`config.mk`:
```
export PLATFORM = sky130hd
export DESIGN_NAME = southBridge
export DESIGN_NICKNAME = d
export VERILOG_FILES = /design/src/busPkg.sv /design/src/southBridge.sv
export SDC_FILE = /design/constraint.sdc
export NUM_CORES = 1
export LEC_CHECK = 0
export BUFFER_PORTS_ARGS = -buffer_cell sky130_fd_sc_hd__buf_2
export CORE_AREA = 3 3 112 114
export DETAILED_ROUTE_END_ITERATION = 12
export DIE_AREA = 0 0 115 117
export PLACE_DENSITY = 0.5
export SYNTH_ARGS = -nofsm -noshare
export SYNTH_HDL_FRONTEND = slang
export SYNTH_SLANG_ARGS = --single-unit
```
`constraint.sdc`:
```
create_clock -name vclk -period 3.9
set_input_delay 1.17 -clock vclk [all_inputs]
set_output_delay 1.17 -clock vclk [all_outputs]
set_load 0.005 [all_outputs]
```
`src/busPkg.sv`:
```
`default_nettype none

package busPkg;

    // Data region, byte addresses
    localparam logic [31:0] DataStart = 32'h0000_0000;
    localparam logic [31:0] DataEnd   = 32'h0000_1000;

    // Device region holding both timers
    localparam logic [31:0] DevStart = 32'h0000_7F00;
    localparam logic [31:0] DevEnd   = 32'h0000_7F20;

    // Timer windows, three registers each
    localparam logic [31:0] Timer0Start = 32'h0000_7F00;
    localparam logic [31:0] Timer0End   = 32'h0000_7F0C;
    localparam logic [31:0] Timer1Start = 32'h0000_7F10;
    localparam logic [31:0] Timer1End   = 32'h0000_7F1C;

    // Data memory depth, must cover DataStart..DataEnd
    localparam int DmWords = 1024;
    localparam int DmIdxW  = $clog2(DmWords);

    // Word offsets inside a timer window
    localparam logic [1:0] RegCtrl   = 2'd0;
    localparam logic [1:0] RegPreset = 2'd1;
    localparam logic [1:0] RegCount  = 2'd2;

    // Control register bits
    localparam int CtrlEnable  = 0;
    localparam int CtrlModeLo  = 1;
    localparam int CtrlModeHi  = 2;
    localparam int CtrlIntMask = 3;

    // CPU data port request
    typedef struct packed {
        logic [31:0] addr;
        logic [31:0] wData;
        logic [3:0]  we;
    } cpuReq_t;

    // Device request, word addressed with a full-word strobe
    typedef struct packed {
        logic [29:0] addr;
        logic [31:0] wData;
        logic        we;
    } devReq_t;

    // Hardware interrupt lines 7..2 as seen by the processor
    typedef logic [7:2] hwInt_t;

    typedef enum logic [1:0] {
        TmIdle,
        TmLoad,
        TmCount,
        TmInt
    } timerState_t;

    typedef enum logic [1:0] {
        ModeOneShot = 2'd0,
        ModeReload  = 2'd1
    } timerMode_t;

endpackage

`default_nettype wire

```
`src/southBridge.sv`:
```
`timescale 1ns/1ps
`default_nettype none

module southBridge (
    input  wire busPkg::devReq_t devReq,
    output logic [31:0]          devRData,
    output busPkg::devReq_t      t0Req,
    input  wire  [31:0]          t0RData,
    input  wire                  t0Irq,
    output busPkg::devReq_t      t1Req,
    input  wire  [31:0]          t1RData,
    input  wire                  t1Irq,
    input  wire                  extInt,
    output busPkg::hwInt_t       hwInt
);
    import busPkg::*;

    logic [31:0] byteAddr;
    logic        sel0;
    logic        sel1;

    // Back to a byte address for the window compare
    assign byteAddr = {devReq.addr, 2'b00};

    assign sel0 = (byteAddr >= Timer0Start) && (byteAddr < Timer0End);
    assign sel1 = (byteAddr >= Timer1Start) && (byteAddr < Timer1End);

    // Address and data go to both timers, only the strobe is steered
    always_comb begin
        t0Req    = devReq;
        t0Req.we = devReq.we && sel0;
    end

    always_comb begin
        t1Req    = devReq;
        t1Req.we = devReq.we && sel1;
    end

    // Gaps between windows read zero
    always_comb begin
        if (sel0) begin
            devRData = t0RData;
        end else if (sel1) begin
            devRData = t1RData;
        end else begin
            devRData = '0;
        end
    end

    // Bits 7..5 are not wired to any source
    assign hwInt = {3'b000, extInt, t1Irq, t0Irq};

endmodule

`default_nettype wire

```
-- After elaboration in Yosys (flattened, before gate mapping)
Index checks and enable logic that the tools add are counted.
- order comparisons: 4
- muxes and demuxes: 2
- reductions and logical operators: 4
- operator list (kind ; number):
    >= comparator 32 x 15 -> 1 bit (second input constant) ; 2
    < comparator 32 x 15 -> 1 bit (second input constant) ; 2
    two-way mux 32 bit ; 2
    logical AND 1 bit ; 4
- flip-flop bits (word level): 0
- input bits: 130
- output and inout bits: 164
- word-level logic and storage cells: 10

-- Depth between registers and ports, before layout
- depth in word-level cells: 4
- mapped depth: 4
- mapped depth without buffers: 3

-- Worst setup path after synthesis
Ideal clock, no wire load.
- path type: in2out
- start: input devReq[37] (netlist bit)
- end: output devRData[10]
- data arrival time: 2011 ps
- data required time: 2730 ps
- path slack: 719 ps
- cell stages on the path: 4
- path buffers: 1
- cell sequence: nor4b_4 > nand4_4 > buf_6 > nor3_2
- word-level cells in the longest chain between the ends: 4
- elaborated cells between the ends (all ways): 8
- those cells by class: order compare: 4; mux: 2; reduce/logical: 2
- ends and longest elaborated chain (item ; line ; source):
    start, declared ; southBridge.sv:5 ; input wire busPkg::devReq_t devReq,
    >= comparator 32 x 15 -> 1 bit / < comparator 32 x 15 -> 1 bit (equally long branches) ; southBridge.sv:26 ; assign sel1 = (byteAddr >= Timer1Start) && (byteAddr < Timer1End);
    logical AND 1 bit ; southBridge.sv:26 ;
    two-way mux 32 bit ; southBridge.sv:43 ; end else if (sel1) begin
    two-way mux 32 bit * ; southBridge.sv:41 ; if (sel0) begin
    end, declared ; southBridge.sv:6 ; output logic [31:0] devRData,
Every way passes the cells marked *; elsewhere a longest branch is shown, timed or not.

==> impl_metrics.yaml <==
outcome:
  status: "finished, final reports clean"
pwr:
  powerDensity_nw_per_um2: 69.5
  power_leakage_nw: 1.09
  finalPower_mw: 0.139
  ir_drop_v: 0.0000783
logic_synthesis:
  synthesis.area_um2: 1880
  ys_top_cells_by_area: "buf_4 (52%), mux2i_1 (17%), nor3_2 (16%)"
  synth_cells: 219
  syn_area_per_cell_um2: 8.59
  synth_top_area_share_pct: 51.9
  yosys_warnings: 0
  yosysSeqAreaShare_pct: 0
  synth_top_area_cell: "buf_4"
  synth_cell_type_count: 15
final_layout:
  seq_cell_count: 0
  drive_gt1_share_pct: 84.0
  stdcell_area_um2: 2000
  final_cell_mix: "buf_2 (189), mux2i_1 (32), nor3_2 (30)"
  final_util_pct: 17.4
  regArea_um2: 0
  final_common_cell: "buf_2"
  clkbuf_count: 0
  areaGrowthSynthToFinish_pct: 6.32
  diodes: 0
  nets: 407
routing:
  drc: 0
  drt-total-wl_mm: 5.04
  wl_per_cell_um: 12.0
  first_pass_iters: 4
  drtIter0Drc: 8
  num_vias: 1467
  final_antenna_net_count: 0
  viasPerCell: 3.51
die:
  ioPinCount: 294
  die_y_um: 117
  dieArea_um2: 13500
  core_area_um2: 11500
  start_util_pct: 16.3
  die-width_um: 115
  rows: 39
timing:
  final.min_clock_period_ns: 3.55
  fmaxAchievable_ghz: 0.282
  hold_viol_final: 0
  rsz0062_at_grt: "false"
  finalCritPeriodShare_pct: 90.9
  finalSetupViolCount: 0
  finalMaxSlewViolations: 0
  fin_tns_setup_ns: 0
  hold_ws_ns: 2.34
placement:
  dpl.hpwl_mm: 4.49
  placement.cell_area_um2: 2000
  place.gp.congestion: 0.766
  port_buffers: 189
grt:
  grt_pass1_vias: 1321
  globalRouteOverflowTotal: 0
  grt_pass1_wl_mm: 6.80
  grt_max_degree: 37
  track_usage_pct: 6.12
  antenna_found_initial: 0
setup_path:
  critPathRequiredTime_ns: 2.73
  start_kind: "primary input"
  cp-end-kind: "output pin"
  crit_path_start: "devReq[37]"
  critPathKind: "primary input to output pin"
  cp_max_fo: 14
  critPathArrivalTime_ns: 2.38
clocking:
  hold_buffers: 0
  post-cts-setup-buffer-count: 0
  cts_repair_resize_count: 0
worst_hold_path:
  min-delay-start: "extInt"
  hold_path.class: "primary input to output pin"
run:
  cap_violations: 0
## layout make-up
type | count | area [um2]
Fill cell | 1334 | 9520
Tap cell | 143 | 179
Multi-Input combinational cell | 80 | 821
Inverter | 1 | 3.75
Timing Repair Buffer | 194 | 996
## critical path: stages
cell and delay [ns]:
buf_2 0.13, nor4b_4 0.31, nand4_4 0.13, buf_4 0.22, nor4_1 0.25, buf_2 0.16
## logic make-up after synthesis
logic type / share of synthesized area (%)
other cells: 0.199
buf+inv: 56.8
simple gates: 26.0
mux: 17.0
## where the power goes
group          total [mW]  leakage [nW]  switching (mW)  internal (mW)
Combinational       0.139          1.09          0.0633         0.0756
Clock                   0             0               0              0
Sequential              0             0               0              0
## cell usage after synthesis
library cell and instances:
buf_4 130, mux2i_1 32, nor3_2 30, buf_6 6, buf_2 4, nor3_1 4
nand2_1 2, nand4_4 2, nor4_4 2, nor4b_4 2, and4b_1 1, and4bb_2 1
conb_1 1, inv_1 1, nor4_1 1
## metal layers
metal / global-route usage, % / routed length [um]
met2: 10.9 / 2570
met3: 1.49 / 641
met1: 7.78 / 1790
met5: 0 / 0
met4: 0.626 / 35
## stage by stage
stage                     std cells  setup slack, ns
after floorplan                 221            0.719
after global placement          418            0.350
after detailed placement        418            0.338
after CTS                       418            0.330
after global routing            418            0.205
final                           418            0.354
## worst paths after layout
| check | slack, ns | cells after the start | to |
|---|---|---|---|
| setup / recovery | 0.35 | 6 | t0Req[0] |
| hold / removal | 2.34 | 0 | hwInt[2] |
No activity file was read; power rests on OpenSTA's default activity.
