--- src/busPkg.sv ---
`default_nettype none

package busPkg;

    // Data region, byte addresses
    localparam logic [31:0] DataStart = 32'h0000_0000;
    localparam logic [31:0] DataEnd   = 32'h0000_1000;

    // Device region holding both timers
    localparam logic [31:0] DevStart = 32'h0000_7F00;
    localparam logic [31:0] DevEnd   = 32'h0000_7F20;

    // Timer windows, three registers each
    localparam logic [31:0] Timer0Start = 32'h0000_7F00;
    localparam logic [31:0] Timer0End   = 32'h0000_7F0C;
    localparam logic [31:0] Timer1Start = 32'h0000_7F10;
    localparam logic [31:0] Timer1End   = 32'h0000_7F1C;

    // Data memory depth, must cover DataStart..DataEnd
    localparam int DmWords = 1024;
    localparam int DmIdxW  = $clog2(DmWords);

    // Word offsets inside a timer window
    localparam logic [1:0] RegCtrl   = 2'd0;
    localparam logic [1:0] RegPreset = 2'd1;
    localparam logic [1:0] RegCount  = 2'd2;

    // Control register bits
    localparam int CtrlEnable  = 0;
    localparam int CtrlModeLo  = 1;
    localparam int CtrlModeHi  = 2;
    localparam int CtrlIntMask = 3;

    // CPU data port request
    typedef struct packed {
        logic [31:0] addr;
        logic [31:0] wData;
        logic [3:0]  we;
    } cpuReq_t;

    // Device request, word addressed with a full-word strobe
    typedef struct packed {
        logic [29:0] addr;
        logic [31:0] wData;
        logic        we;
    } devReq_t;

    // Hardware interrupt lines 7..2 as seen by the processor
    typedef logic [7:2] hwInt_t;

    typedef enum logic [1:0] {
        TmIdle,
        TmLoad,
        TmCount,
        TmInt
    } timerState_t;

    typedef enum logic [1:0] {
        ModeOneShot = 2'd0,
        ModeReload  = 2'd1
    } timerMode_t;

endpackage

`default_nettype wire

--- src/countTimer.sv ---
`timescale 1ns/1ps
`default_nettype none

module countTimer (
    input  wire                  clk,
    input  wire                  arstN,
    input  wire busPkg::devReq_t req,
    output logic [31:0]          rData,
    output logic                 irq
);
    import busPkg::*;

    logic [3:0]  ctrl;
    logic [31:0] preset;
    logic [31:0] count;
    timerState_t state;
    timerState_t stateNext;
    timerMode_t  mode;
    logic [1:0]  regSel;
    logic        ctrlWr;
    logic        presetWr;
    logic        countDone;

    // Register offset inside the window
    assign regSel   = req.addr[1:0];
    assign ctrlWr   = req.we && (regSel == RegCtrl);
    assign presetWr = req.we && (regSel == RegPreset);

    assign mode      = timerMode_t'(ctrl[CtrlModeHi:CtrlModeLo]);
    assign countDone = (state == TmCount) && (count == '0);

    // Next state
    always_comb begin
        stateNext = state;
        if (ctrlWr) begin
            // A control write always restarts or stops the timer
            stateNext = req.wData[CtrlEnable] ? TmLoad : TmIdle;
        end else begin
            case (state)
                TmIdle: begin
                    stateNext = TmIdle;
                end
                TmLoad: begin
                    stateNext = TmCount;
                end
                TmCount: begin
                    if (count == '0) begin
                        stateNext = TmInt;
                    end
                end
                TmInt: begin
                    // One-shot holds here until software rewrites ctrl
                    if (mode == ModeReload) begin
                        stateNext = TmLoad;
                    end
                end
                default: begin
                    stateNext = TmIdle;
                end
            endcase
        end
    end

    always_ff @(posedge clk or negedge arstN) begin
        if (!arstN) begin
            state  <= TmIdle;
            ctrl   <= '0;
            preset <= '0;
            count  <= '0;
        end else begin
            state <= stateNext;

            if (ctrlWr) begin
                ctrl <= req.wData[3:0];
            end else if (countDone && (mode == ModeOneShot)) begin
                ctrl[CtrlEnable] <= 1'b0;
            end

            // Takes effect at the next load
            if (presetWr) begin
                preset <= req.wData;
            end

            if (!ctrlWr) begin
                if (state == TmLoad) begin
                    count <= preset;
                end else if ((state == TmCount) && (count != '0)) begin
                    count <= count - 32'd1;
                end
            end
        end
    end

    assign irq = (state == TmInt) && ctrl[CtrlIntMask];

    // Register read, count is read only
    always_comb begin
        case (regSel)
            RegCtrl:   rData = {28'd0, ctrl};
            RegPreset: rData = preset;
            RegCount:  rData = count;
            default:   rData = '0;
        endcase
    end

endmodule

`default_nettype wire

--- config.mk ---
export PLATFORM = sky130hd
export DESIGN_NAME = countTimer
export DESIGN_NICKNAME = d
export VERILOG_FILES = /design/src/busPkg.sv /design/src/countTimer.sv
export SDC_FILE = /design/constraint.sdc
export NUM_CORES = 1
export LEC_CHECK = 0
export BUFFER_PORTS_ARGS = -buffer_cell sky130_fd_sc_hd__buf_2
export CORE_ASPECT_RATIO = 0.9
export CORE_MARGIN = 2
export CORE_UTILIZATION = 58
export DETAILED_ROUTE_END_ITERATION = 12
export PLACE_DENSITY = 0.93
export SLEW_MARGIN = 15
export SYNTH_ARGS = -nofsm -noshare
export SYNTH_HDL_FRONTEND = slang
export SYNTH_SLANG_ARGS = --single-unit
--- constraint.sdc ---
create_clock -name clk -period 5.5 [get_ports clk]
set_clock_uncertainty 0.05 [all_clocks]
set_input_delay 1.1 -clock clk [delete_from_list [all_inputs] [get_ports clk]]
set_output_delay 1.1 -clock clk [all_outputs]
set_load 0.1 [all_outputs]
# After elaboration in Yosys (flattened, before gate mapping)
# Cells that the tools add are included.
word_totals:
  out_inout_bits: 33
  regBits: 70
  in_bits: 65
  elab_cells: 40
op_classes:
  muxes: 10
  reduce_logical: 15
  addsub: 1
  eq_ne: 8
  bitwise_logic: 1
op_table:
  columns: ["cell", "n"]
  rows:
  - ["32-bit case mux with 3 select lines", 1]
  - ["32-bit 2-to-1 mux", 2]
  - ["32-bit zero test", 1]
  - ["32-bit nonzero test", 1]
  - ["32-bit by 1-bit subtractor with 32-bit output, second input constant", 1]
  - ["2-bit case mux with 4 select lines", 1]
  - ["2-bit by 1-bit equality test with 1-bit output, second input constant", 3]
  - ["2-bit equality test, second input constant", 3]
  - ["1-bit logical AND", 6]
  - ["2-bit zero test", 3]
  - ["2-bit 2-to-1 mux", 3]
  - ["3-bit inequality test, second input constant", 2]
  - ["2-bit AND reduction", 2]
  - ["2-bit nonzero test", 2]
  - ["1-bit 2-to-1 mux", 3]
  - ["1-bit inverter", 1]

# Depth between registers and ports, before layout
depth:
  ltp_word: 5
  depth_mapped: 9
  depth_no_buf: 8

# Worst setup path after synthesis
# No wires, ideal clock.
synth_timing:
  kind: "input to output"
  start: "input port req[34] in the netlist's numbering"
  end: "output port rData[0]"
  cell_stages: 3
  required_ps: 4350
  arrival_time_ps: 3584
  slack_ps: 766
  cell_sequence: "clkbuf_1 > mux2i_1 > o21ai_0"
synth_between:
  elab_chain_cells: 2
synth_rtl:
  columns: ["element", "line", "rtl"]
  rows:
  - ["start: declaration", "countTimer.sv:7", "input wire busPkg::devReq_t req,"]
  - ["2-bit equality test, or another cell as far along", "countTimer.sv:98", "case (regSel)"]
  - ["32-bit case mux with 3 select lines *", "countTimer.sv:98", null]
  - ["end: declaration", "countTimer.sv:8", "output logic [31:0] rData,"]
# Every way passes the cells marked *; elsewhere a longest branch is shown, timed or not.

# Final worst setup path
layout_timing:
  start: "input port req[33] in the netlist's numbering"
  end: "output port rData[12]"
# Same word-level chain as after synthesis.

==> flow_summary.toml <==
[die]
num_rows = 28
initial_core_util_pct = 60.34
die_h_um = 82.74
io_pins = 98
dieArea_um2 = 7569
coreArea_um2 = 6621
die_w_um = 91.49

[clock_network]
cts_buffers = 9
cts_resized = 0
clk_path_buf_depth = 2
cts_tree = "yes"
cts_max_level = 3
clock_sinks = 70
cts.reportedPaths.clkPinSlew_ns = 0.07
cts_setup_buffers = 0
clock_latency_ns = 0.35
ctsHoldBuffers = 0
clock_tree.root_cell = "clkbuf_8"

[power_and_ir_drop]
p_leak_nw = 1.980
vdd_drop_max_mv = 0.2889
powerDensity_nw_per_um2 = 527.7

[yosys]
async_flop_share_pct = 100.0
yosysSeqAreaShare_pct = 43.85
yosys.area_share.simple_pct = 16.60
synth_warnings = 0
ys_ff_latch = 70
synthMuxAreaShare_pct = 10.77
synth_ff_type = "dfrtp_1"
syn_area_um2 = 3995
syn_area_per_cell_um2 = 9.422
synth_compound_area_share_pct = 23.02
synth_edf_count = 0
yosysUniqueCellTypes = 45
synthCells = 424
synth_nets = 494
synth_adder_area_share_pct = 1.566
synth_top_family_by_area = "compound AO/OA/AOI/OAI gates"
synth-xor-area-share_pct = 0

[outcome]
status = "finished clean"

[sta]
grt_setup_unrepaired = "false"
setup_viol = 0
timing_hold_violations_final = 0
tns_ns = 0
slew-limit-headroom_pct = 40.48
final_max_slew_viol_count = 0
worst_pin_slew_ns = 0.8929
worst_slack_ns = 1.527
min_period_ns = 3.973
finalCritPeriodShare_pct = 72.23
max_freq_mhz = 251.7

[cells_and_area]
area_growth_pct = 14.06
layout-drive-gt1-share_pct = 27.69
diodes = 0
mostFrequentLayoutCells = "dfrtp_1 (70), buf_2 (69), o21ai_0 (43), nor2_1 (42), mux2_2 (32)"
final_common_cell = "dfrtp_1"
fin_nets = 551

[worst_setup_path]
cp_max_fo = 18
worstSetupEndpointType = "primary output"
path_class = "input pin to primary output"
crit_path_max_incr_delay_ns = 0.59
crit_chain = "buf_2 -> nor2b_2 -> buf_4 -> a22o_1 -> buf_2"
slowest_stage = "nor2b_2"
cp.required_ns = 4.35
worstSetupStartpointType = "input pin"
critPathMostFrequentCell = "buf_2"
critPathArrivalTime_ns = 2.82

[route]
vias_per_cell = 6.368
final_antenna_net_count = 0
wire_per_inst_um = 17.09
drtIter0Drc = 420
first_pass_iters = 5
drc = 0
wl_um = 9810
vias = 3655

[place]
place_congestion = 0.8694
dpl_worst_slack_ns = 1.549
io_buffers = 69
hpwl_um = 6609

[global_route]
grt_first_pass_wirelength_um = 16230
grt_pass1_vias = 3466
grt_start_max_net_pins = 71
antenna_found_initial = 0
grt-ovfl-total = 0
grt_usage_pct = 27.25

[worst_hold_path]
hold_class = "flop to flop"

[job]
cap_violations = 0
## final cells by class
cell class,instances,area [µm²]
well taps,90,112.6
repair buffers,76,397.9
flip-flops and latches,70,1752
fillers,533,2064
multi-input cells,314,2083
inverters,10,37.54
clock buffers,13,168.9
clock inverters,1,5.005
## worst max-delay path: cells and delay by family
kind | cells | cell delay [ns]
buffers and inverters | 3 | 0.94
and+or+nand+nor | 1 | 0.59
AOI/OAI and AO/OA | 1 | 0.19
## report_power, final
part           switching [mW]  total [mW]  internal, mW
Sequential              0.227       0.916         0.689
Clock                   0.186       0.382         0.195
Combinational           0.775        1.11         0.332
Total                    1.19        2.40          1.22
## registers in the layout (all words and copies together) (netlist names)
register  flops
preset       32
ctrl          4
count        32
state         2
## metrics by stage
step	std cells	utilization, %	power [mW]	instance area, µm²	hold slack [ns]
6_report	574	68.82	2.405	4557	0.4850
4_1_cts	574	68.82	2.394	4557	0.4832
3_3_place_gp	560	66.19	1.949	4383	0.4665
3_5_place_dp	560	66.19	2.010	4383	0.4659
5_1_grt	574	68.82	2.543	4557	0.5172
2_1_floorplan	424	-	1.782	3995	0.4087
## per-layer routing
layer  global-route usage [%]  vias to the layer above  routed length, µm
met5                        0                        -                  0
met1                    34.68                     1766               4103
met2                    45.29                      179               4759
met3                    6.534                       25                702
met4                    11.36                        0                245
li1                         -                     1685                  -
## cell usage after synthesis (all sizes together) (2+ instances only)
| cell | count | area (µm²) |
|---|---|---|
| nor2 | 42 | 157.7 |
| dfrtp | 70 | 1752 |
| nor3 | 19 | 100.1 |
| o21a | 3 | 22.52 |
| a32oi | 4 | 35.03 |
| nor2b | 2 | 12.51 |
| a21oi | 31 | 155.2 |
| nand2 | 25 | 93.84 |
| nor4 | 11 | 96.34 |
| or4 | 5 | 48.79 |
| mux2i | 7 | 70.07 |
| mux2 | 32 | 360.4 |
| o21ai | 48 | 240.2 |
| and3 | 2 | 12.51 |
| a2bb2oi | 5 | 43.79 |
| a22oi | 5 | 37.54 |
| or3 | 6 | 37.54 |
| ha | 5 | 62.56 |
| nand3 | 7 | 35.03 |
| a22o | 28 | 245.2 |
| and2 | 2 | 12.51 |
| o22a | 3 | 26.28 |
| o22ai | 3 | 25.02 |
| buf | 15 | 73.82 |
| a31oi | 4 | 25.02 |
| o2bb2ai | 4 | 35.03 |
| clkbuf | 15 | 56.30 |
| inv | 9 | 33.78 |
| nand2b | 3 | 18.77 |
| nand4 | 2 | 12.51 |
## cell families after synthesis
logic type	Yosys count
multiplexers	39
AO/OA/AOI/OAI	141
buffers and inverters	40
adder cells (fa/ha/maj)	5
flip-flops	70
AND/OR/NAND/NOR	129
## worst paths after layout
kind                       startpoint          to  slack [ns]  cells after the start
max                           req[33]   rData[12]        1.53                      5
min                           ctrl[3]     ctrl[3]        0.49                      2
max reg2reg                 count[14]   count[17]        2.56                      6
min reg2reg                   ctrl[3]     ctrl[3]        0.49                      2
max in group asynchronous       arstN  preset[21]        3.92                      2
min in group asynchronous       arstN     ctrl[2]        0.88                      2
No activity file was read; power rests on OpenSTA's default activity.
