===== config.mk =====
export PLATFORM = sky130hd
export DESIGN_NAME = northBridge
export DESIGN_NICKNAME = d
export VERILOG_FILES = /design/src/busPkg.sv /design/src/northBridge.sv
export SDC_FILE = /design/constraint.sdc
export NUM_CORES = 1
export LEC_CHECK = 0
export BUFFER_PORTS_ARGS = -buffer_cell sky130_fd_sc_hd__buf_4
export CORE_AREA = 2 2 114 116
export DETAILED_ROUTE_END_ITERATION = 16
export DIE_AREA = 0 0 116 118
export GPL_ROUTABILITY_DRIVEN = 0
export PLACE_DENSITY = 0.51
export SLEW_MARGIN = 20
export SYNTH_ARGS = -nofsm -noshare
export SYNTH_HDL_FRONTEND = slang
export SYNTH_SLANG_ARGS = --single-unit

===== constraint.sdc =====
create_clock -name vclk -period 0.8
set_input_delay 0.04 -clock vclk [all_inputs]
set_output_delay 0.04 -clock vclk [all_outputs]
set_load 0.005 [all_outputs]

===== src/busPkg.sv =====
`default_nettype none

package busPkg;

    // Data region, byte addresses
    localparam logic [31:0] DataStart = 32'h0000_0000;
    localparam logic [31:0] DataEnd   = 32'h0000_1000;

    // Device region holding both timers
    localparam logic [31:0] DevStart = 32'h0000_7F00;
    localparam logic [31:0] DevEnd   = 32'h0000_7F20;

    // Timer windows, three registers each
    localparam logic [31:0] Timer0Start = 32'h0000_7F00;
    localparam logic [31:0] Timer0End   = 32'h0000_7F0C;
    localparam logic [31:0] Timer1Start = 32'h0000_7F10;
    localparam logic [31:0] Timer1End   = 32'h0000_7F1C;

    // Data memory depth, must cover DataStart..DataEnd
    localparam int DmWords = 1024;
    localparam int DmIdxW  = $clog2(DmWords);

    // Word offsets inside a timer window
    localparam logic [1:0] RegCtrl   = 2'd0;
    localparam logic [1:0] RegPreset = 2'd1;
    localparam logic [1:0] RegCount  = 2'd2;

    // Control register bits
    localparam int CtrlEnable  = 0;
    localparam int CtrlModeLo  = 1;
    localparam int CtrlModeHi  = 2;
    localparam int CtrlIntMask = 3;

    // CPU data port request
    typedef struct packed {
        logic [31:0] addr;
        logic [31:0] wData;
        logic [3:0]  we;
    } cpuReq_t;

    // Device request, word addressed with a full-word strobe
    typedef struct packed {
        logic [29:0] addr;
        logic [31:0] wData;
        logic        we;
    } devReq_t;

    // Hardware interrupt lines 7..2 as seen by the processor
    typedef logic [7:2] hwInt_t;

    typedef enum logic [1:0] {
        TmIdle,
        TmLoad,
        TmCount,
        TmInt
    } timerState_t;

    typedef enum logic [1:0] {
        ModeOneShot = 2'd0,
        ModeReload  = 2'd1
    } timerMode_t;

endpackage

`default_nettype wire


===== src/northBridge.sv =====
`timescale 1ns/1ps
`default_nettype none

module northBridge (
    input  wire busPkg::cpuReq_t cpuReq,
    output logic [31:0]          rData,
    output logic [3:0]           dmWe,
    output logic [31:0]          dmAddr,
    output logic [31:0]          dmWData,
    input  wire  [31:0]          dmRData,
    output busPkg::devReq_t      devReq,
    input  wire  [31:0]          devRData
);
    import busPkg::*;

    logic inData;
    logic inDev;

    // Region decode only, timer selection is left to the south bridge
    assign inData = (cpuReq.addr >= DataStart) && (cpuReq.addr < DataEnd);
    assign inDev  = (cpuReq.addr >= DevStart) && (cpuReq.addr < DevEnd);

    // Data memory side
    assign dmAddr  = cpuReq.addr;
    assign dmWData = cpuReq.wData;
    assign dmWe    = inData ? cpuReq.we : 4'b0000;

    // Device side, full-word writes only
    always_comb begin
        devReq.addr  = cpuReq.addr[31:2];
        devReq.wData = cpuReq.wData;
        devReq.we    = inDev && (&cpuReq.we);
    end

    // Unmapped addresses read zero
    always_comb begin
        if (inData) begin
            rData = dmRData;
        end else if (inDev) begin
            rData = devRData;
        end else begin
            rData = '0;
        end
    end

endmodule

`default_nettype wire


# Word-level counts from Yosys, hierarchy flattened
# Index checks and enable logic that the tools add are counted.
[word_totals]
out_inout_bits = 163
regBits = 0
inputBits = 132
[op_classes]
magnitude_cmp = 4
n_reduce_logical = 4
n_mux = 3
[ops]
columns = ["op", "n"]
rows = [
  ["2-to-1 mux 32 bit", 2],
  ["greater-or-equal comparator 32 x 1 -> 1 bit (second input constant)", 1],
  ["greater-or-equal comparator 32 x 15 -> 1 bit (second input constant)", 1],
  ["less-than comparator 32 x 13 -> 1 bit (second input constant)", 1],
  ["less-than comparator 32 x 15 -> 1 bit (second input constant)", 1],
  ["2-to-1 mux 4 bit", 1],
  ["AND reduction 4 bit", 1],
  ["logical AND 1 bit", 3],
]

# Logic depth before layout (Yosys ltp)
# Gate-level depths: netlist of the first run.
[logic_depth]
word_depth = 4
mapped_depth = 5
ltp_nobuf = 3

# Least setup slack after synthesis of the first run
# No wires, ideal clock.
[synth_path]
path_kind = "input -> output"
from = "input port cpuReq[54] (netlist name)"
to = "output port rData[10]"
path_slack_ns = -0.113
path_buffers = 1
t_arrival_ns = 0.873
path_stages = 4
cell_sequence = "nor4_2 -> nand4_2 -> buf_6 -> a21oi_2"
[synth_via]
elab_chain_len = 4
word_cells_on_any_way = 8
[synth_rtl]
columns = ["element", "line", "source"]
rows = [
  ["start: declaration", "northBridge.sv:5", "input wire busPkg::cpuReq_t cpuReq,"],
  ["greater-or-equal comparator 32 x 15 -> 1 bit / less-than comparator 32 x 15 -> 1 bit (equally long branches)", "northBridge.sv:21", "assign inDev = (cpuReq.addr >= DevStart) && (cpuReq.addr < DevEnd);"],
  ["logical AND 1 bit", "northBridge.sv:21", ""],
  ["2-to-1 mux 32 bit", "northBridge.sv:39", "end else if (inDev) begin"],
  ["2-to-1 mux 32 bit *", "northBridge.sv:37", "if (inData) begin"],
  ["end: declaration", "northBridge.sv:6", "output logic [31:0] rData,"],
]
# Every way passes the cells marked *; elsewhere a longest branch is shown, timed or not.

# Final worst setup path of the first run
[layout_path]
from = "input port cpuReq[63] (netlist name)"
to = "output port rData[28]"
# Same word-level chain as after synthesis.

==> results of run 1 <==
-- cell usage after synthesis, drive strengths merged --
| master | count | area, um2 |
|---|---|---|
| and3 | 4 | 25.0 |
| nor3 | 1 | 5.00 |
| nor4 | 5 | 71.3 |
| a21oi | 32 | 273 |
| buf | 143 | 1060 |
| nand3 | 1 | 5.00 |
| and4b | 2 | 20.0 |
| and4 | 1 | 8.76 |
| nand2 | 32 | 120 |
| nor3b | 1 | 12.5 |
| nand4 | 34 | 219 |
-- metrics by stage --
stage	TNS, ns	hold slack [ns]
after floorplan	-2.35	0.161
after global placement	-18.53	0.0800
after detailed placement	-19.65	0.0800
after CTS	-16.88	0.0800
after global routing	-19.81	0.0800
final	-16.45	0.0800
-- per-layer routing --
layer  up-vias  track usage [%]  part of all wire (%)
met5         -                0                     0
met4         0             1.26                   1.1
met3        16            0.927                   8.1
met2       113             18.5                    55
met1       868             9.95                    36
li1        923                -                     -
-- cell families after synthesis --
kind of cell,count (synthesis)
AOI/OAI and AO/OA,32
buffers and inverters,143
and+or+nand+nor,81
-- worst paths after layout --
kind | from | to | slack (ns) | cells past startpoint
setup / recovery | cpuReq[63] | rData[28] | -0.47 | 7
hold / removal | cpuReq[30] | dmWData[26] | 0.08 | 0
-- layout make-up --
| cell class | instances | area (um2) | area share, % |
|---|---|---|---|
| multi-input cells | 113 | 833 | 28.4 |
| well taps | 172 | 215 | 7.33 |
| repair buffers | 228 | 1890 | 64.3 |
-- power by group through the flow --
stage	sequential, W	clock [W]	combinational, W
floorplan	0	0	0.000610
finish	0	0	0.000939
detailed placement	0	0	0.000920
CTS	0	0	0.000948
global route	0	0	0.00101
global placement	0	0	0.000914
-- what timing repair did --
item	in CTS	in global routing
pin swaps	3	2
gates resized for setup	19	5
gates cloned	2	0
endpoints found under the setup margin	37	37
buffers inserted	3	1
==> run summary, run 1 <==
The mux share of post-synthesis cell area came out at 0%. The detailed-route vias per instance is 3.74. The maximum number of pins on one net before global-route repair came out at 20. The worst setup slack after placement came out at -0.597 ns. The core utilization of the finished layout came out at 23.7%. Before antenna repair, the detailed router went through 4 iterations. The pin slew with the least headroom to its limit is 0.335 ns. Across the run, the number of max-cap violations was 0. The critical path start-end classification is in2out. The area share of fa/ha/maj cells after synthesis is 0%. For this run, the top clock speed supported by timing is 786 MHz. The first-pass GRT wire length is 10.0 mm.

The post-route fraction of the period consumed by the critical path is 159%. In this run the count of I/O pins placed on the die edge is 295. The internal power of the cells totals 0.000618 W. The switching part of the total came out at 34.1%. The vertical die dimension is 118 um. The synthesized-area fraction occupied by xor and xnor cells came out at 0%. The final-report max-slew violation count came to 0. The sum of net half-perimeters after detailed placement is 5.57 mm. The design area came out at 2940 um2.

The library cell appearing most often on the critical path is sky130_fd_sc_hd__buf_12. The number of standard cells in the layout, taps in and fillers out is 513. Of the total power, registers draw 0%. Walking the worst path, the cells encountered are buf_6, nor4_4, nand4_4, buf_12, buf_12, a21oi_2, buf_4. The core footprint came out at 12,400 um2. The register area came out at 0 um2. The total of warnings raised by yosys came out at 0. The kind of capture point of the worst setup path is an output pin. Across every metal layer, demand over resource in global routing totals 9.07%.

The number of buffer and inverter stages on the critical path came out at 4. Across all setup checks in the final design, the least slack found is -0.473 ns. Detailed routing inserted a total of 1,920 vias. For this design the total switching power over the nets is 0.000320 W. The floorplan has 41 rows.

For this design the static power due to leakage is 1.28 nW. Along the worst path, the maximum fanout reaches 6. The count of flip-flops and latches came out at 0.

The effective utilization at floorplan is 14.7%. The synthesized netlist devotes 26.7% of its cell area to simple gates. After synthesis, the mean cell area works out to 7.12 um2. Clock buffers in the final layout number 0.

The data required time of the critical path came out at 0.76 ns. The via count of the first global-routing pass is 1,965. The most common cell after layout, fill and taps aside is sky130_fd_sc_hd__buf_4. The placement-stage cell area came out at 2750 um2. The final reports fail on negative setup slack. The number of buffers added on ports is 186. The number of antenna violations at the first check in global routing came to 0. The layout net count is 475. The count of placed standard cells including taps is 507. The total design power came out at 0.000939 W. For the finished layout, the period the worst path requires is 1.27 ns. After global routing the overflow that remains totals 0. Hold repair after CTS inserted 0 buffers.

In the layout the commonest cells are sky130_fd_sc_hd__buf_4, sky130_fd_sc_hd__nand4_1, sky130_fd_sc_hd__nand2_1. The synthesized-area fraction occupied by ao, oa, aoi and oai cells came out at 15.0%. The run finished, with violations left.

The total wire length after detailed routing is 6.89 mm. For the worst setup path, the data arrival time is 1.23 ns. The net count after synthesis came out at 388.

The remaining number of nets flagged by the antenna check after routing came out at 0. In the final routed layout, each cell accounts on average for 13.4 um. The initial DRC count came out at 49. The worst stage delay on the critical path is 0.37 ns. The fraction of the yosys area taken by sequential cells came out at 0%. The die covers 13,700 um2. The synthesized netlist occupies a cell area of 1820 um2. The filler cells instantiated in the layout total 1,418.

The share of final-layout standard cells stronger than drive strength 1 came out at 78.6%. The worst hold path class is in2out. The antenna diode count is 0. The power per unit of standard cell area came out at 319 nW/um2. Setup repair after global routing could not meet its margin everywhere. The number of DRC violations after detailed routing is 0. The number of setup violations in the final report is 37. After synthesis, the largest family of logic cells by area is buffers and inverters. The synthesis-to-finish area growth is 61.3%. The number of distinct standard cells referenced by the synthesized netlist came out at 16. The die span in x is 116 um. The final count of hold timing violations is 0.

The worst pin sits at a relative slew slack of 77.5%. The sort of element at the start of the critical path is a primary input. The portion of total power attributed to combinational logic is 100.0%. The peak supply drop is 0.165 mV.

On the critical path the largest part of the delay comes from buffers and inverters. The part of the power in the clock network is 0%. The largest individual stage delay along the critical path comes from the cell sky130_fd_sc_hd__nor4_4. In the synthesized netlist, the number of instances is 256.
No activity file was read; power rests on OpenSTA's default activity.
==> run 2: changes to the inputs <==
--- a/config.mk
+++ b/config.mk
@@ -10,7 +10,7 @@
 export DETAILED_ROUTE_END_ITERATION = 16
 export DIE_AREA = 0 0 116 118
 export GPL_ROUTABILITY_DRIVEN = 0
-export PLACE_DENSITY = 0.51
+export PLACE_DENSITY = 0.61
 export SLEW_MARGIN = 20
 export SYNTH_ARGS = -nofsm -noshare
 export SYNTH_HDL_FRONTEND = slang
==> run 2 against run 1 <==
  * The run still ends with negative setup slack left
  * Sequential share of layout area unchanged
  * First-iteration DRC count increased by 57%
  * Wire length increased by 14%
  * Flip-flop and latch count unchanged
  * Fmax increased by 0.64%
  * Combinational power increased by 0.9%
  * Via count increased by 5.3%
  * Worst hold slack about the same
==> run summary, run 2 (synthesized netlist as in run 1, its figures left out) <==
The run finished, with violations left. The checks that failed: negative setup slack. The layout net count is 473 (-0.42%). The final period demand of the worst path is 1.26 ns (-0.00808 ns). The standby leakage power is 1.31 nW (+2.0%).

The share of final-layout standard cells stronger than drive strength 1 came out at 80.2% (+1.6 points). The total design power came out at 0.000947 W (+0.93%). The die span in x is 116 um (unchanged).

The worst setup path is of the in2out kind. The number of buffers added on ports came out at 186 (unchanged). The post-route fraction of the period consumed by the critical path came to 158% (-1.0 points). The first-pass iteration count of the detailed router came out at 4 (unchanged). The total wire length after detailed routing was 7.87 mm (+14%).

The via count came out at 2,021 (+5.3%). The routed length per instance came out at 15.4 um (+15%). Walking the worst path, the cells encountered are buf_6, nor4_4, buf_4, nand4_4, buf_12, clkbuf_16, a21oi_2, buf_4. The final hold slack came out at 0.0800 ns (+0.000000100 ns). The final-report max-slew violation count came out at 0 (unchanged). By instance count, the cell type seen most on the critical path is sky130_fd_sc_hd__buf_4. The final count of hold timing violations is 0 (unchanged).

The standard-cell row count came out at 41 (unchanged). The worst stage delay on the critical path is 0.24 ns (-0.13 ns). The number of DRC violations after detailed routing is 0 (unchanged). The synthesis-to-finish area growth is 67.2%. The initial DRC count is 77 (+57%). Leaving out fill and tap cells, the most frequent cell in the layout is sky130_fd_sc_hd__buf_4. The data arrival time of the critical path came to 1.22 ns (about the same). The largest fanout on the critical path is 10 (+4). The core footprint was 12,400 um2 (unchanged).

The fmax came out at 791 MHz (+0.64%). The effective utilization at floorplan was 14.7% (unchanged). The remaining number of nets flagged by the antenna check after routing came out at 0 (unchanged). Setup repair after global routing could not meet its margin everywhere. The sum of net half-perimeters after detailed placement is 5.78 mm (+3.8%). The post-route worst setup slack came to -0.465 ns (+0.00808 ns). The power per unit of standard cell area is 311 nW/um2 (-2.7%). The via count of the first global-routing pass was 2,011 (+2.3%). The maximum number of pins on one net before global-route repair came out at 37 (+85%). Leaving out fill and tap cells, the most frequent cells in the layout are sky130_fd_sc_hd__buf_4, sky130_fd_sc_hd__nand4_1, sky130_fd_sc_hd__nand2_1. The peak supply drop is 0.196 mV (+19%). The cell depth of the worst hold path came out at 0 (unchanged). The number of top-level pins is 295 (unchanged). The clock tree buffer count of the final layout is 0 (unchanged).

The count of flip-flops and latches came to 0 (unchanged). STA classifies the critical path endpoint as an output pin. The number of antenna violations at the first check in global routing is 0 (unchanged). The path class of the tightest hold or removal check is in2out. The vertical die dimension is 118 um (unchanged).

The number of setup violations in the final report came to 37 (unchanged). The register area came out at 0 um2 (unchanged). The antenna diode count came out at 0 (unchanged). The count of max-cap constraint violations came out at 0 (unchanged). The total die area is 13,700 um2 (unchanged).

The critical path's slowest cell is sky130_fd_sc_hd__nor4_4. The pin slew with the least headroom to its limit is 0.296 ns (-0.0386 ns). The worst slew margin relative to its limit is 80.1% (+2.6 points).

The detailed-route vias per instance came out at 3.95 (+5.7%). The total grt overflow came out at 0 (unchanged). The sort of element at the start of the critical path is a primary input. The first-pass GRT wire length is 10.2 mm (+1.7%). The data required time of the critical path is 0.76 ns (about the same). The number of fill cells in the layout is 1,372 (-3.2%). The overall routing resource usage came to 9.26% (+0.19 points).
-- run 2: path summary, 6_finish.rpt --
check,start,endpoint
setup / recovery,cpuReq[58],rData[6]
hold / removal,cpuReq[23],devReq[20]
-- run 2: where the power goes --
part	switching, W	leakage [nW]	internal, W	total, W
clock network	0	0	0	0
logic	0.000334	1.31	0.000613	0.000947
registers	0	0	0	0
-- run 2: repair_timing --
action / CTS / global route
buffers inserted: 1 / 2
hold buffers: 0 / 0
hold endpoints to repair: 0 / 0
pin swaps: 3 / 21
setup endpoints to repair: 37 / 37
gates resized for setup: 18 / 19
gates cloned: 1 / 6
-- run 2: metrics by stage --
| step | setup TNS, ns | util, % | cells | cell area (um2) | setup WS, ns |
|---|---|---|---|---|---|
| after floorplan | -2.35 | - | 256 | 1860 | -0.0768 |
| after global placement | -18.58 | 21.6 | 501 | 2690 | -0.569 |
| after detailed placement | -18.83 | 21.6 | 501 | 2690 | -0.579 |
| after CTS | -15.35 | 22.6 | 503 | 2800 | -0.446 |
| after global routing | -18.22 | 24.5 | 511 | 3050 | -0.523 |
| final | -16.05 | 24.5 | 511 | 3050 | -0.465 |
-- run 2: final cells by class --
| type | count | area [um2] | area share, % |
|---|---|---|---|
| well taps | 172 | 215 | 7.06 |
| multi-input cells | 113 | 885 | 29.0 |
| repair buffers | 226 | 1950 | 63.9 |
-- run 2: layer usage --
metal / up-vias / wire (um) / global-route usage, %
li1: 922 / - / -
met1: 915 / 2680 / 9.09
met2: 145 / 4240 / 18.7
met3: 39 / 695 / 1.18
met4: 0 / 250 / 3.94
met5: - / 0 / 0
-- run 2: critical path, delay by kind of cell --
kind / cells / cell delay, ns
AOI/OAI and AO/OA: 1 / 0.11
and+or+nand+nor: 2 / 0.32
buffers and inverters: 5 / 0.74
